File: config.mk
export PLATFORM = sky130hd
export DESIGN_NAME = video_playfield
export DESIGN_NICKNAME = d
export VERILOG_FILES = /design/src/design/playfield_pkg.sv /design/src/design/video_playfield.sv /design/src/design/pixel_scanout.sv /design/src/design/pixel_expand.sv /design/src/design/bitmap_fetch.sv /design/src/design/line_address.sv /design/src/design/line_timing.sv
export SDC_FILE = /design/constraint.sdc
export NUM_CORES = 1
export LEC_CHECK = 0
export BUFFER_PORTS_ARGS = -buffer_cell sky130_fd_sc_hd__clkbuf_2
export CAP_MARGIN = 30
export CORE_MARGIN = 2
export CORE_UTILIZATION = 64
export DETAILED_ROUTE_END_ITERATION = 6
export MAX_ROUTING_LAYER = met4
export PLACE_DENSITY = 0.95
export SETUP_SLACK_MARGIN = 0.2
export SLEW_MARGIN = 20
export SYNTH_ARGS = -nofsm -noshare
export SYNTH_HDL_FRONTEND = slang
export SYNTH_SLANG_ARGS = --single-unit
File: constraint.sdc
create_clock -name clk -period 5.5 [get_ports clk]
set_input_delay 0.825 -clock clk [delete_from_list [all_inputs] [get_ports clk]]
set_output_delay 0.825 -clock clk [all_outputs]
set_load 0.1 [all_outputs]
File: src/design/playfield_pkg.sv
// shared types and constants of the bitmap playfield generator
// bitmap modes only, no tiled text and no audio slot
package playfield_pkg;

    typedef logic [15:0] addr_t;                // video RAM word address
    typedef logic [15:0] word_t;                // video RAM data word
    typedef logic [7:0]  color_t;               // colour index
    typedef logic [10:0] hres_t;                // horizontal pixel count
    typedef logic [63:0] pixels_t;              // 8 indices, leftmost in top byte

    typedef enum logic [1:0] {
        BPP_1_ATTR = 2'd0,                      // 1 bpp with fore/back attribute byte
        BPP_4      = 2'd1,
        BPP_8      = 2'd2,
        BPP_XX     = 2'd3                       // treated like BPP_8
    } bpp_t;

    typedef enum logic [2:0] {
        FETCH_IDLE   = 3'd0,
        FETCH_ADDR   = 3'd1,                    // issue first read of a group
        FETCH_WAIT   = 3'd2,                    // first read in flight
        FETCH_READ_0 = 3'd3,
        FETCH_READ_1 = 3'd4,
        FETCH_READ_2 = 3'd5,
        FETCH_READ_3 = 3'd6
    } fetch_state_t;

    localparam int MEM_LEAD     = 64;           // fetch opens this early before visible area
    localparam int MEM_TAIL     = 8;            // fetch closes this early before line total
    localparam int SCANOUT_LEAD = 2;            // scanout starts ahead of left edge
    localparam int ATTR_FORE    = 12;           // foreground nibble in 1 bpp word
    localparam int ATTR_BACK    = 8;            // background nibble in 1 bpp word

endpackage
File: src/design/video_playfield.sv
// bitmap playfield top, fetches ahead from video RAM and scans out indices
// video RAM returns data the cycle after select, sampled at the next edge
module video_playfield #(
    parameter int TOTAL_WIDTH     = 800,
    parameter int OFFSCREEN_WIDTH = 160
) (
    input  wire logic                  clk,
    input  wire logic                  reset_i,
    input  wire logic                  v_visible_i,
    input  wire playfield_pkg::hres_t  h_count_i,
    input  wire logic                  h_line_last_pixel_i,
    input  wire logic                  last_frame_pixel_i,
    input  wire playfield_pkg::color_t border_color_i,
    input  wire playfield_pkg::hres_t  vid_left_i,
    input  wire playfield_pkg::hres_t  vid_right_i,
    output      logic                  vram_sel_o,
    output      playfield_pkg::addr_t  vram_addr_o,
    input  wire playfield_pkg::word_t  vram_data_i,
    input  wire logic                  pf_blank_i,
    input  wire playfield_pkg::addr_t  pf_start_addr_i,
    input  wire playfield_pkg::word_t  pf_line_len_i,
    input  wire playfield_pkg::color_t pf_colorbase_i,
    input  wire playfield_pkg::bpp_t   pf_bpp_i,
    input  wire logic [1:0]            pf_h_repeat_i,
    input  wire logic [1:0]            pf_v_repeat_i,
    output      playfield_pkg::color_t pf_color_index_o
);
    logic                   fetch_active;
    logic                   line_fetch_start;
    logic                   scanout_start;
    logic                   scanout_end;
    playfield_pkg::addr_t   line_start;
    logic                   words_ready;
    playfield_pkg::word_t   data_word0, data_word1, data_word2, data_word3;
    playfield_pkg::word_t   attr;
    playfield_pkg::pixels_t pixels_buf;
    logic                   buf_full;
    logic                   buf_taken;

    line_timing #(
        .TOTAL_WIDTH(TOTAL_WIDTH),
        .OFFSCREEN_WIDTH(OFFSCREEN_WIDTH)
    ) timing0 (
        .clk(clk), .reset_i(reset_i), .h_count_i(h_count_i),
        .v_visible_i(v_visible_i), .pf_blank_i(pf_blank_i),
        .vid_left_i(vid_left_i), .vid_right_i(vid_right_i),
        .fetch_active_o(fetch_active), .line_fetch_start_o(line_fetch_start),
        .scanout_start_o(scanout_start), .scanout_end_o(scanout_end)
    );

    line_address address0 (
        .clk(clk), .reset_i(reset_i), .h_line_last_pixel_i(h_line_last_pixel_i),
        .last_frame_pixel_i(last_frame_pixel_i), .pf_blank_i(pf_blank_i),
        .pf_start_addr_i(pf_start_addr_i), .pf_line_len_i(pf_line_len_i),
        .pf_v_repeat_i(pf_v_repeat_i), .line_start_o(line_start)
    );

    bitmap_fetch fetch0 (
        .clk(clk), .reset_i(reset_i), .fetch_active_i(fetch_active),
        .line_fetch_start_i(line_fetch_start), .h_line_last_pixel_i(h_line_last_pixel_i),
        .line_start_i(line_start), .pf_bpp_i(pf_bpp_i), .buf_full_i(buf_full),
        .vram_data_i(vram_data_i), .vram_sel_o(vram_sel_o), .vram_addr_o(vram_addr_o),
        .words_ready_o(words_ready), .data_word0_o(data_word0), .data_word1_o(data_word1),
        .data_word2_o(data_word2), .data_word3_o(data_word3), .attr_o(attr)
    );

    pixel_expand expand0 (
        .clk(clk), .reset_i(reset_i), .words_ready_i(words_ready),
        .line_fetch_start_i(line_fetch_start), .buf_taken_i(buf_taken),
        .pf_bpp_i(pf_bpp_i), .data_word0_i(data_word0), .data_word1_i(data_word1),
        .data_word2_i(data_word2), .data_word3_i(data_word3), .attr_i(attr),
        .pixels_buf_o(pixels_buf), .buf_full_o(buf_full)
    );

    pixel_scanout scanout0 (
        .clk(clk), .reset_i(reset_i), .scanout_start_i(scanout_start),
        .scanout_end_i(scanout_end), .line_fetch_start_i(line_fetch_start),
        .h_line_last_pixel_i(h_line_last_pixel_i), .pixels_buf_i(pixels_buf),
        .border_color_i(border_color_i), .pf_colorbase_i(pf_colorbase_i),
        .pf_h_repeat_i(pf_h_repeat_i), .buf_taken_o(buf_taken),
        .pf_color_index_o(pf_color_index_o)
    );

endmodule

File: src/design/pixel_scanout.sv
// pixel shift register with integer horizontal repeat
// border colour fills in behind each shifted pixel
module pixel_scanout (
    input  wire logic                   clk,
    input  wire logic                   reset_i,
    input  wire logic                   scanout_start_i,
    input  wire logic                   scanout_end_i,
    input  wire logic                   line_fetch_start_i,
    input  wire logic                   h_line_last_pixel_i,
    input  wire playfield_pkg::pixels_t pixels_buf_i,
    input  wire playfield_pkg::color_t  border_color_i,
    input  wire playfield_pkg::color_t  pf_colorbase_i,
    input  wire logic [1:0]             pf_h_repeat_i,
    output      logic                   buf_taken_o,
    output      playfield_pkg::color_t  pf_color_index_o
);
    logic                   scanout;            // shifting pixels out
    logic [1:0]             h_count;            // repeat countdown of current pixel
    logic [2:0]             column;             // pixel within the group
    playfield_pkg::pixels_t pixels;
    logic                   group_done;

    assign group_done       = scanout && h_count == 2'b00 && column == 3'd7;
    assign buf_taken_o      = scanout_start_i | group_done;
    assign pf_color_index_o = pixels[63:56] ^ pf_colorbase_i;

    always_ff @(posedge clk) begin
        if (reset_i) begin
            scanout <= 1'b0;
            h_count <= '0;
            column  <= '0;
            pixels  <= '0;
        end else begin
            if (scanout) begin
                if (h_count != 2'b00) begin
                    h_count <= h_count - 2'd1;  // hold pixel
                end else begin
                    h_count <= pf_h_repeat_i;
                    column  <= column + 3'd1;
                    pixels  <= group_done ? pixels_buf_i :
                               {pixels[55:0], border_color_i};
                end
            end
            if (line_fetch_start_i) begin
                pixels[63:56] <= border_color_i;    // border even when blanked
            end
            if (scanout_start_i) begin
                scanout <= 1'b1;
                column  <= '0;
                h_count <= pf_h_repeat_i;
                pixels  <= pixels_buf_i;        // preloaded first group
            end
            if (scanout_end_i) begin
                scanout       <= 1'b0;
                pixels[63:56] <= border_color_i;
            end
            if (h_line_last_pixel_i) begin
                scanout <= 1'b0;
            end
        end
    end

endmodule

File: src/design/pixel_expand.sv
// expands fetched words into eight 8-bit indices
// 4 bpp indices have a zero upper nibble, 8 bpp bytes pass as they are
module pixel_expand (
    input  wire logic                   clk,
    input  wire logic                   reset_i,
    input  wire logic                   words_ready_i,
    input  wire logic                   line_fetch_start_i,
    input  wire logic                   buf_taken_i,
    input  wire playfield_pkg::bpp_t    pf_bpp_i,
    input  wire playfield_pkg::word_t   data_word0_i,
    input  wire playfield_pkg::word_t   data_word1_i,
    input  wire playfield_pkg::word_t   data_word2_i,
    input  wire playfield_pkg::word_t   data_word3_i,
    input  wire playfield_pkg::word_t   attr_i,
    output      playfield_pkg::pixels_t pixels_buf_o,
    output      logic                   buf_full_o
);
    playfield_pkg::pixels_t expanded;
    logic [31:0]            nibbles;            // words 0 and 1 for 4 bpp

    assign nibbles = {data_word0_i, data_word1_i};

    always_comb begin
        expanded = '0;
        case (pf_bpp_i)
            playfield_pkg::BPP_1_ATTR: begin
                for (int i = 0; i < 8; i++) begin
                    expanded[i*8 +: 8] = {4'h0, data_word0_i[i] ?
                                         attr_i[playfield_pkg::ATTR_FORE +: 4] :
                                         attr_i[playfield_pkg::ATTR_BACK +: 4]};
                end
            end
            playfield_pkg::BPP_4: begin
                for (int i = 0; i < 8; i++) begin
                    expanded[i*8 +: 8] = {4'h0, nibbles[i*4 +: 4]};
                end
            end
            default: expanded = {data_word0_i, data_word1_i, data_word2_i, data_word3_i};
        endcase
    end

    always_ff @(posedge clk) begin
        if (words_ready_i) begin
            pixels_buf_o <= expanded;
        end
    end

    always_ff @(posedge clk) begin
        if (reset_i || line_fetch_start_i) begin
            buf_full_o <= 1'b0;                 // new line starts empty
        end else if (words_ready_i) begin
            buf_full_o <= 1'b1;
        end else if (buf_taken_i) begin
            buf_full_o <= 1'b0;
        end
    end

endmodule

File: src/design/bitmap_fetch.sv
// video RAM fetch FSM, one to four word reads per 8 pixel group
// read data is sampled two edges after the select edge
// first group of a line gives no words_ready, it is preloaded at scanout start
module bitmap_fetch (
    input  wire logic                 clk,
    input  wire logic                 reset_i,
    input  wire logic                 fetch_active_i,
    input  wire logic                 line_fetch_start_i,
    input  wire logic                 h_line_last_pixel_i,
    input  wire playfield_pkg::addr_t line_start_i,
    input  wire playfield_pkg::bpp_t  pf_bpp_i,
    input  wire logic                 buf_full_i,
    input  wire playfield_pkg::word_t vram_data_i,
    output      logic                 vram_sel_o,
    output      playfield_pkg::addr_t vram_addr_o,
    output      logic                 words_ready_o,
    output      playfield_pkg::word_t data_word0_o,
    output      playfield_pkg::word_t data_word1_o,
    output      playfield_pkg::word_t data_word2_o,
    output      playfield_pkg::word_t data_word3_o,
    output      playfield_pkg::word_t attr_o
);
    playfield_pkg::fetch_state_t state, state_next;
    playfield_pkg::addr_t        disp_addr;     // next display word to read
    logic                        issue;         // start a read this cycle
    logic                        first_buf;     // first group of the line pending
    logic                        is_1bpp;
    logic                        is_4bpp;

    assign is_1bpp = (pf_bpp_i == playfield_pkg::BPP_1_ATTR);
    assign is_4bpp = (pf_bpp_i == playfield_pkg::BPP_4);

    always_comb begin
        state_next = state;
        issue      = 1'b0;
        case (state)
            playfield_pkg::FETCH_IDLE: begin
                if (fetch_active_i) begin
                    state_next = playfield_pkg::FETCH_ADDR;
                end
            end
            playfield_pkg::FETCH_ADDR: begin
                if (!fetch_active_i) begin
                    state_next = playfield_pkg::FETCH_IDLE;     // window closed
                end else if (!buf_full_i) begin
                    issue      = 1'b1;                          // word 0
                    state_next = playfield_pkg::FETCH_WAIT;
                end
            end
            playfield_pkg::FETCH_WAIT: begin
                issue      = !is_1bpp;                          // word 1
                state_next = playfield_pkg::FETCH_READ_0;
            end
            playfield_pkg::FETCH_READ_0: begin
                issue      = !is_1bpp && !is_4bpp;              // word 2 for 8 bpp
                state_next = is_1bpp ? playfield_pkg::FETCH_ADDR :
                                       playfield_pkg::FETCH_READ_1;
            end
            playfield_pkg::FETCH_READ_1: begin
                issue      = !is_4bpp;                          // word 3 for 8 bpp
                state_next = is_4bpp ? playfield_pkg::FETCH_ADDR :
                                       playfield_pkg::FETCH_READ_2;
            end
            playfield_pkg::FETCH_READ_2: begin
                state_next = playfield_pkg::FETCH_READ_3;
            end
            playfield_pkg::FETCH_READ_3: begin
                state_next = playfield_pkg::FETCH_ADDR;
            end
            default: begin
                state_next = playfield_pkg::FETCH_IDLE;
            end
        endcase
    end

    always_ff @(posedge clk) begin
        if (reset_i) begin
            state         <= playfield_pkg::FETCH_IDLE;
            disp_addr     <= '0;
            first_buf     <= 1'b0;
            words_ready_o <= 1'b0;
            vram_sel_o    <= 1'b0;
            vram_addr_o   <= '0;
        end else begin
            state         <= state_next;
            vram_sel_o    <= issue;
            words_ready_o <= (state == playfield_pkg::FETCH_WAIT) && !first_buf;  // prior group done
            if (state == playfield_pkg::FETCH_WAIT) begin
                first_buf <= 1'b0;
            end
            if (issue) begin
                vram_addr_o <= disp_addr;
                disp_addr   <= disp_addr + 16'd1;
            end
            if (line_fetch_start_i) begin
                first_buf <= 1'b1;
                disp_addr <= line_start_i;
            end
            if (h_line_last_pixel_i) begin
                disp_addr <= line_start_i;      // rewind for a repeated line
            end
        end
    end

    // read data capture
    always_ff @(posedge clk) begin
        case (state)
            playfield_pkg::FETCH_READ_0: begin
                data_word0_o <= vram_data_i;
                attr_o       <= vram_data_i;    // 1 bpp attribute lives in word 0
            end
            playfield_pkg::FETCH_READ_1: data_word1_o <= vram_data_i;
            playfield_pkg::FETCH_READ_2: data_word2_o <= vram_data_i;
            playfield_pkg::FETCH_READ_3: data_word3_o <= vram_data_i;
            default: ;
        endcase
    end

endmodule

File: src/design/line_address.sv
// per-line display start address with integer vertical repeat
// frame end and blank both return to the frame start address
module line_address (
    input  wire logic                 clk,
    input  wire logic                 reset_i,
    input  wire logic                 h_line_last_pixel_i,
    input  wire logic                 last_frame_pixel_i,
    input  wire logic                 pf_blank_i,
    input  wire playfield_pkg::addr_t pf_start_addr_i,
    input  wire playfield_pkg::word_t pf_line_len_i,
    input  wire logic [1:0]           pf_v_repeat_i,
    output      playfield_pkg::addr_t line_start_o
);
    logic [1:0] v_count;                        // lines left before advancing

    always_ff @(posedge clk) begin
        if (reset_i) begin
            line_start_o <= '0;
            v_count      <= '0;
        end else if (pf_blank_i || last_frame_pixel_i) begin
            line_start_o <= pf_start_addr_i;    // back to top of frame
            v_count      <= pf_v_repeat_i;
        end else if (h_line_last_pixel_i) begin
            if (v_count != 2'b00) begin
                v_count <= v_count - 2'd1;      // same line data again
            end else begin
                v_count      <= pf_v_repeat_i;
                line_start_o <= line_start_o + pf_line_len_i;   // next bitmap line
            end
        end
    end

endmodule

File: src/design/line_timing.sv
// fetch and scanout windows derived from the horizontal count
// scanout edges are sampled once per line, when the fetch window opens
module line_timing #(
    parameter int TOTAL_WIDTH     = 800,
    parameter int OFFSCREEN_WIDTH = 160
) (
    input  wire logic                 clk,
    input  wire logic                 reset_i,
    input  wire playfield_pkg::hres_t h_count_i,
    input  wire logic                 v_visible_i,
    input  wire logic                 pf_blank_i,
    input  wire playfield_pkg::hres_t vid_left_i,
    input  wire playfield_pkg::hres_t vid_right_i,
    output      logic                 fetch_active_o,
    output      logic                 line_fetch_start_o,
    output      logic                 scanout_start_o,
    output      logic                 scanout_end_o
);
    localparam playfield_pkg::hres_t H_MEM_BEGIN =
        playfield_pkg::hres_t'(OFFSCREEN_WIDTH - playfield_pkg::MEM_LEAD);
    localparam playfield_pkg::hres_t H_MEM_END =
        playfield_pkg::hres_t'(TOTAL_WIDTH - playfield_pkg::MEM_TAIL);
    localparam playfield_pkg::hres_t H_SCANOUT_BEGIN =
        playfield_pkg::hres_t'(OFFSCREEN_WIDTH - playfield_pkg::SCANOUT_LEAD);

    playfield_pkg::hres_t toggle_hcount;        // next count at which fetch window flips
    playfield_pkg::hres_t start_hcount;         // latched scanout start count
    playfield_pkg::hres_t end_hcount;           // latched scanout end count
    logic                 fetch_next;

    assign toggle_hcount      = fetch_active_o ? H_MEM_END : H_MEM_BEGIN;
    assign fetch_next         = (v_visible_i && h_count_i == toggle_hcount) ?
                                ~fetch_active_o : fetch_active_o;
    assign line_fetch_start_o = ~fetch_active_o & fetch_next;     // window opening cycle
    assign scanout_start_o    = (h_count_i == start_hcount) & fetch_active_o;
    assign scanout_end_o      = (h_count_i == end_hcount);

    always_ff @(posedge clk) begin
        if (reset_i) begin
            fetch_active_o <= 1'b0;
            start_hcount   <= '0;
            end_hcount     <= '0;
        end else begin
            fetch_active_o <= fetch_next & ~pf_blank_i;         // blank keeps fetch off
            if (line_fetch_start_o) begin
                start_hcount <= H_SCANOUT_BEGIN + vid_left_i;
                end_hcount   <= H_SCANOUT_BEGIN + vid_right_i;
            end
        end
    end

endmodule

# --- Yosys cells after proc, flatten, opt, wreduce, memory -nomap -nowiden ---
# Cells that the tools add are included.
# Widths: inputs -> output; s select.
totals:
  register_bits: 278
  in_bits: 109
  elab_cells: 123
classes:
  addsub: 7
  n_bitwise: 8
  muxes: 42
  reduce_logical: 28
  eq_ne: 16
ops:
  columns: ["cell", "count"]
  rows:
  - ["$mux 64", 4]
  - ["$pmux 64 s2", 1]
  - ["$mux 16", 6]
  - ["$eq 11x11->1", 3]
  - ["$mux 4", 8]
  - ["$add 8x11->11 const A", 2]
  - ["$pmux 3 s7", 1]
  - ["$add 16x1->16 const B", 1]
  - ["$add 16x16->16", 1]
  - ["$mux 8", 2]
  - ["$mux 3", 5]
  - ["$eq 3x3->1 const B", 4]
  - ["$mux 2", 6]
  - ["$reduce_bool 2->1", 6]
  - ["$mux 10", 1]
  - ["$reduce_and 2->1", 5]
  - ["$xor 8x8->8", 1]
  - ["$mux 1", 7]
  - ["$eq 3x2->1 const B", 2]
  - ["$logic_and 1x1->1", 5]
  - ["$logic_not 2->1", 2]
  - ["$ne 2x1->1 const B", 2]
  - ["$ne 4x2->1 const B", 1]
  - ["$pmux 1 s4", 1]
  - ["other kinds (16)", 24]

# --- Longest topological paths before layout ---
depth:
  ltp_word: 9
  depth_mapped: 11
  ltp_nobuf: 10

# --- Hierarchy ---
# From an unflattened synthesis, not the netlist that was laid out.
hier_totals:
  hier_cells: 1362
  area_unflattened_um2: 13710.6
by_module_without_submodules:
  columns: ["module", "instances", "cells_per_inst", "area_each_um2"]
  rows:
  - ["bitmap_fetch", 1, 304, 3849.9]
  - ["pixel_scanout", 1, 443, 3623.5]
  - ["pixel_expand", 1, 262, 3285.7]
  - ["line_address", 1, 188, 1498.9]
  - ["line_timing", 1, 165, 1452.6]

# --- Worst setup path after synthesis ---
# No wires, ideal clock.
synth_timing:
  path_type: "in2reg"
  startpoint: "input port h_count_i[0]"
  endpoint: "register timing0.end_hcount[1]"
  arrival_ns: 3.167
  setup_ns: 0.086
  path_stages: 9
  required_time_ns: 5.414
  path_slack_ns: 2.247
  path_buffers: 4
  cell_sequence: "or4_1 > nor4b_1 > ha_1 > clkbuf_1 > clkbuf_1 > buf_1 > clkbuf_1 > nor2_1 > a211oi_1"
synth_via:
  elab_chain_len: 4
synth_lines:
  columns: ["element", "line", "rtl"]
  rows:
  - ["start, declared", "video_playfield.sv:10", "input wire playfield_pkg::hres_t h_count_i,"]
  - ["$eq 11x11->1", "line_timing.sv:32", "assign fetch_next = (v_visible_i && h_count_i == toggle_hcount) ?"]
  - ["$logic_and 1x1->1", "line_timing.sv:32", null]
  - ["$mux 1", "line_timing.sv:32", null]
  - ["$and 1x1->1", "line_timing.sv:34", "assign line_fetch_start_o = ~fetch_active_o & fetch_next;"]
  - ["via expand0.line_fetch_start_i", "pixel_expand.sv:7", "input wire logic line_fetch_start_i,"]
  - ["end signal, assigned", "line_timing.sv:47", "end_hcount <= H_SCANOUT_BEGIN + vid_right_i;"]
  - ["end, declared", "line_timing.sv:28", "playfield_pkg::hres_t end_hcount;"]
# The timed path passes the listed nets, and every way through them passes these cells.
# A chain may end at the register's enable or synchronous reset.

# --- Worst setup path in the final report ---
layout_timing:
  startpoint: "input port h_count_i[0]"
  endpoint: "register scanout0.pixels[4]"
layout_via:
  elab_chain_len: 4
  elab_cells_between_ends: 6
  classes_between: "eq/ne: 2; mux: 1; bitwise: 1; reduce/logical: 2"
layout_lines:
  columns: ["element", "line", "rtl"]
  rows:
  - ["$eq 11x11->1 (*)", "line_timing.sv:35", "assign scanout_start_o = (h_count_i == start_hcount) & fetch_active_o;"]
  - ["$and 1x1->1 (*)", "line_timing.sv:35", null]
  - ["$ne 2x1->1 (no source line) / $reduce_bool 2->1 (equally long branches)", null, null]
  - ["$reduce_and 2->1 (no source line)", null, null]
  - ["end signal, assigned", "pixel_scanout.sv:40", "pixels <= group_done ? pixels_buf_i :"]
  - ["end signal, assigned", "pixel_scanout.sv:51", "pixels <= pixels_buf_i;"]
  - ["end, declared", "pixel_scanout.sv:20", "playfield_pkg::pixels_t pixels;"]
# Mark *: on every way between the ends. The rest lies on a longest branch, timed or not.

==> impl_metrics.toml <==
[run_status]
status = "completed"

[synth]
synth_edf_count = 128
syn_area_um2 = 12930
synth_fp_nets = 1370
syn_inst = 1238
avgSynthCellArea_um2 = 10.45
yosysWarnings = 0
ys_seq_area_share_pct = 52.94
ys_ff_latch = 278
synthFlopType = "dfxtp_1"
async_reset_ff_share_pct = 0
synth_cell_types = 65

[floorplan]
core_um2 = 19650
die-area_um2 = 21360
die_width_um = 146.2
io_pins = 134
dieHeight_um = 146.2
rows = 51
start_util_pct = 65.80

[finish]
final_area_um2 = 14660
area_delta_synth_final_pct = 13.38
drive_gt1_share_pct = 16.27
num_antenna_cells = 0
layout_commonest_cell = "nor2_1"
finalNetCount = 1456
layout_common_cells = "158 x nor2_1, 149 x dfxtp_1, 132 x clkbuf_2, 128 x edfxtp_1, 111 x mux2i_1"

[critical_path]
required_ns = 5.97
cp-end-kind = "register"
startpoint_type = "input pin"
crit_end = "scanout0.pixels[4]"
path_max_fanout = 86
cpMostUsedCell = "buf_4"
cp_slowest_stage_delay_ns = 0.78
crit_type = "input pin to register"
path_cells = "clkbuf_2, xnor2_1, nand4_1, nor3_2, buf_4, or2_4, buf_4, nor2_1, a211oi_1"
critPathSlowestCell = "or2_4"
r2r-start = "timing0.start_hcount[0]"
startpoint = "h_count_i[0]"
reg2reg_depth = 8
reg2reg_to = "scanout0.pixels[4]"
arrival_ns = 3.75
reg2reg_slack_ns = 2.24

[clocking]
cts_buffers = 28
insertion_delay_ns = 0.58
clkTransAtPathRegs_ns = 0.06
clock-root-buffer = "clkbuf_16"
ctsHoldBuffers = 0
cts_max_level = 1
cts.repair.resized = 0
cts_sinks = 278
cts_tree = "yes"
cts_setup_buffers = 0
clk_path_buf_depth = 3

[place]
portBuffers = 133
dp_hpwl_um = 20430
gp_congestion = 0.9472
placement.cell_area_um2 = 13670

[routing]
via_per_inst = 6.288
ant_nets = 0
wirelength_um = 32810
drcViolationCount = 0
vias = 10130
drt_iter0_markers = 1409
first_pass_iters = 5
wire_per_inst_um = 20.37

[pwr]
p_leak_uw = 0.005691
vdd_drop_max_mv = 0.3552
p_total_uw = 4447
power_density_nw_per_um2 = 303.3

[global_routing]
antenna_found_initial = 0
track_usage_pct = 30.50
overflow = 0
grt_max_degree = 92
grt_pass1_wl_um = 51020
grt_pass1_vias = 9608

[sta]
fin_skew_ns = 0.04570
hold_viol_final = 0
fmax_ghz = 0.3051
setup_violations = 0
post-route-min-period_ns = 3.278
drv_slew = 0
timing.final.crit_share_pct = 59.60
rsz0062_at_grt = "no"
fin_tns_setup_ns = 0
tightest_slew_ns = 1.011
relSlewSlack_pct = 32.60

[run]
cap_viol_max_count = 0

[worst_hold_path]
holdCritPathClass = "register to register"
## sequential cells by signal, summed over array words and instances, names as in the netlist
signal,cells
timing0.end_hcount,11
address0.v_count,2
scanout0.h_count,2
fetch0.vram_sel_o,1
fetch0.state,3
scanout0.column,3
fetch0.disp_addr,16
fetch0.data_word2_o,16
scanout0.scanout,1
fetch0.data_word0_o,16
address0.line_start_o,16
timing0.start_hcount,11
timing0.fetch_active_o,1
expand0.buf_full_o,1
fetch0.first_buf,1
fetch0.data_word3_o,16
scanout0.pixels,64
expand0.pixels_buf_o,64
fetch0.data_word1_o,16
fetch0.words_ready_o,1
fetch0.vram_addr_o,16
## routing by layer
metal  wire length (um)  track usage [%]  vias up
li1                   -                -     4684
met1              12920            39.97     4747
met5                  0                -        -
met3               3192            4.969      106
met2              15590            49.06      593
met4               1115            9.806        0
## logic make-up after synthesis
kind of cell / synth area share, %
simple gates: 14.46
compound gates: 13.52
buf+inv: 3.251
xor+xnor: 4.605
flops: 52.94
fa+ha+maj: 2.283
mux: 8.940
## how the worst min path moves through the flow
stage | from | end | slack [ns] | cells past startpoint
final | fetch0.first_buf | fetch0.words_ready_o | 0.43 | 1
after global routing | fetch0.first_buf | fetch0.words_ready_o | 0.46 | 1
after floorplan | fetch0.first_buf | fetch0.words_ready_o | 0.40 | 1
after detailed placement | fetch0.first_buf | fetch0.words_ready_o | 0.42 | 1
after CTS | fetch0.first_buf | fetch0.words_ready_o | 0.43 | 1
after global placement | fetch0.first_buf | fetch0.words_ready_o | 0.40 | 1
## critical path, delay by kind of cell
family / cells / cell delay (ns)
xor gates and xnor gates: 1 / 0.25
and+or+nand+nor: 4 / 1.55
AOI/OAI and AO/OA: 1 / 0.29
buffers and inverters: 3 / 0.82
## cells in the mapped netlist, drive strengths merged (13+ instances only)
cell	number	share of area [%]
a311oi	13	0.88
nor3	20	0.81
o31ai	14	0.81
mux2i	111	8.6
and2	37	1.8
nor2	160	4.6
clkbuf	62	1.8
ha	22	2.1
nand4	14	0.68
o21ai	52	2.0
edfxtp	128	30
nand2	77	2.3
xnor2	32	2.2
nor4	14	0.79
a211oi	86	5.0
xor2	36	2.4
a21oi	58	2.2
buf	29	1.1
dfxtp	150	23
## per-stage QoR
| step | hold WS (ns) | std cells | setup WS, ns | util (%) |
|---|---|---|---|---|
| 2_1_floorplan | 0.3994 | 1238 | 2.247 | - |
| 3_3_place_gp | 0.4043 | 1556 | 1.756 | 69.49 |
| 3_5_place_dp | 0.4237 | 1557 | 1.595 | 69.57 |
| 4_1_cts | 0.4267 | 1609 | 2.049 | 74.33 |
| 5_1_grt | 0.4648 | 1611 | 2.065 | 74.61 |
| 6_report | 0.4272 | 1611 | 2.222 | 74.61 |
## layout make-up
| class | count | area, um^2 |
|---|---|---|
| clock buffers | 35 | 747.0 |
| clock inverters | 17 | 187.7 |
| fillers | 1234 | 4991 |
| inverters | 11 | 41.29 |
| multi-input cells | 858 | 5687 |
| flip-flops and latches | 278 | 6848 |
| well taps | 265 | 331.6 |
| repair buffers | 147 | 820.8 |
## report_power, final
part,total [uW],switching [uW],internal (uW)
registers,2200,25.5,2170
clock network,1920,807,1110
logic,331,207,124
total,4450,1040,3410
(Power assumes the default switching activity.)
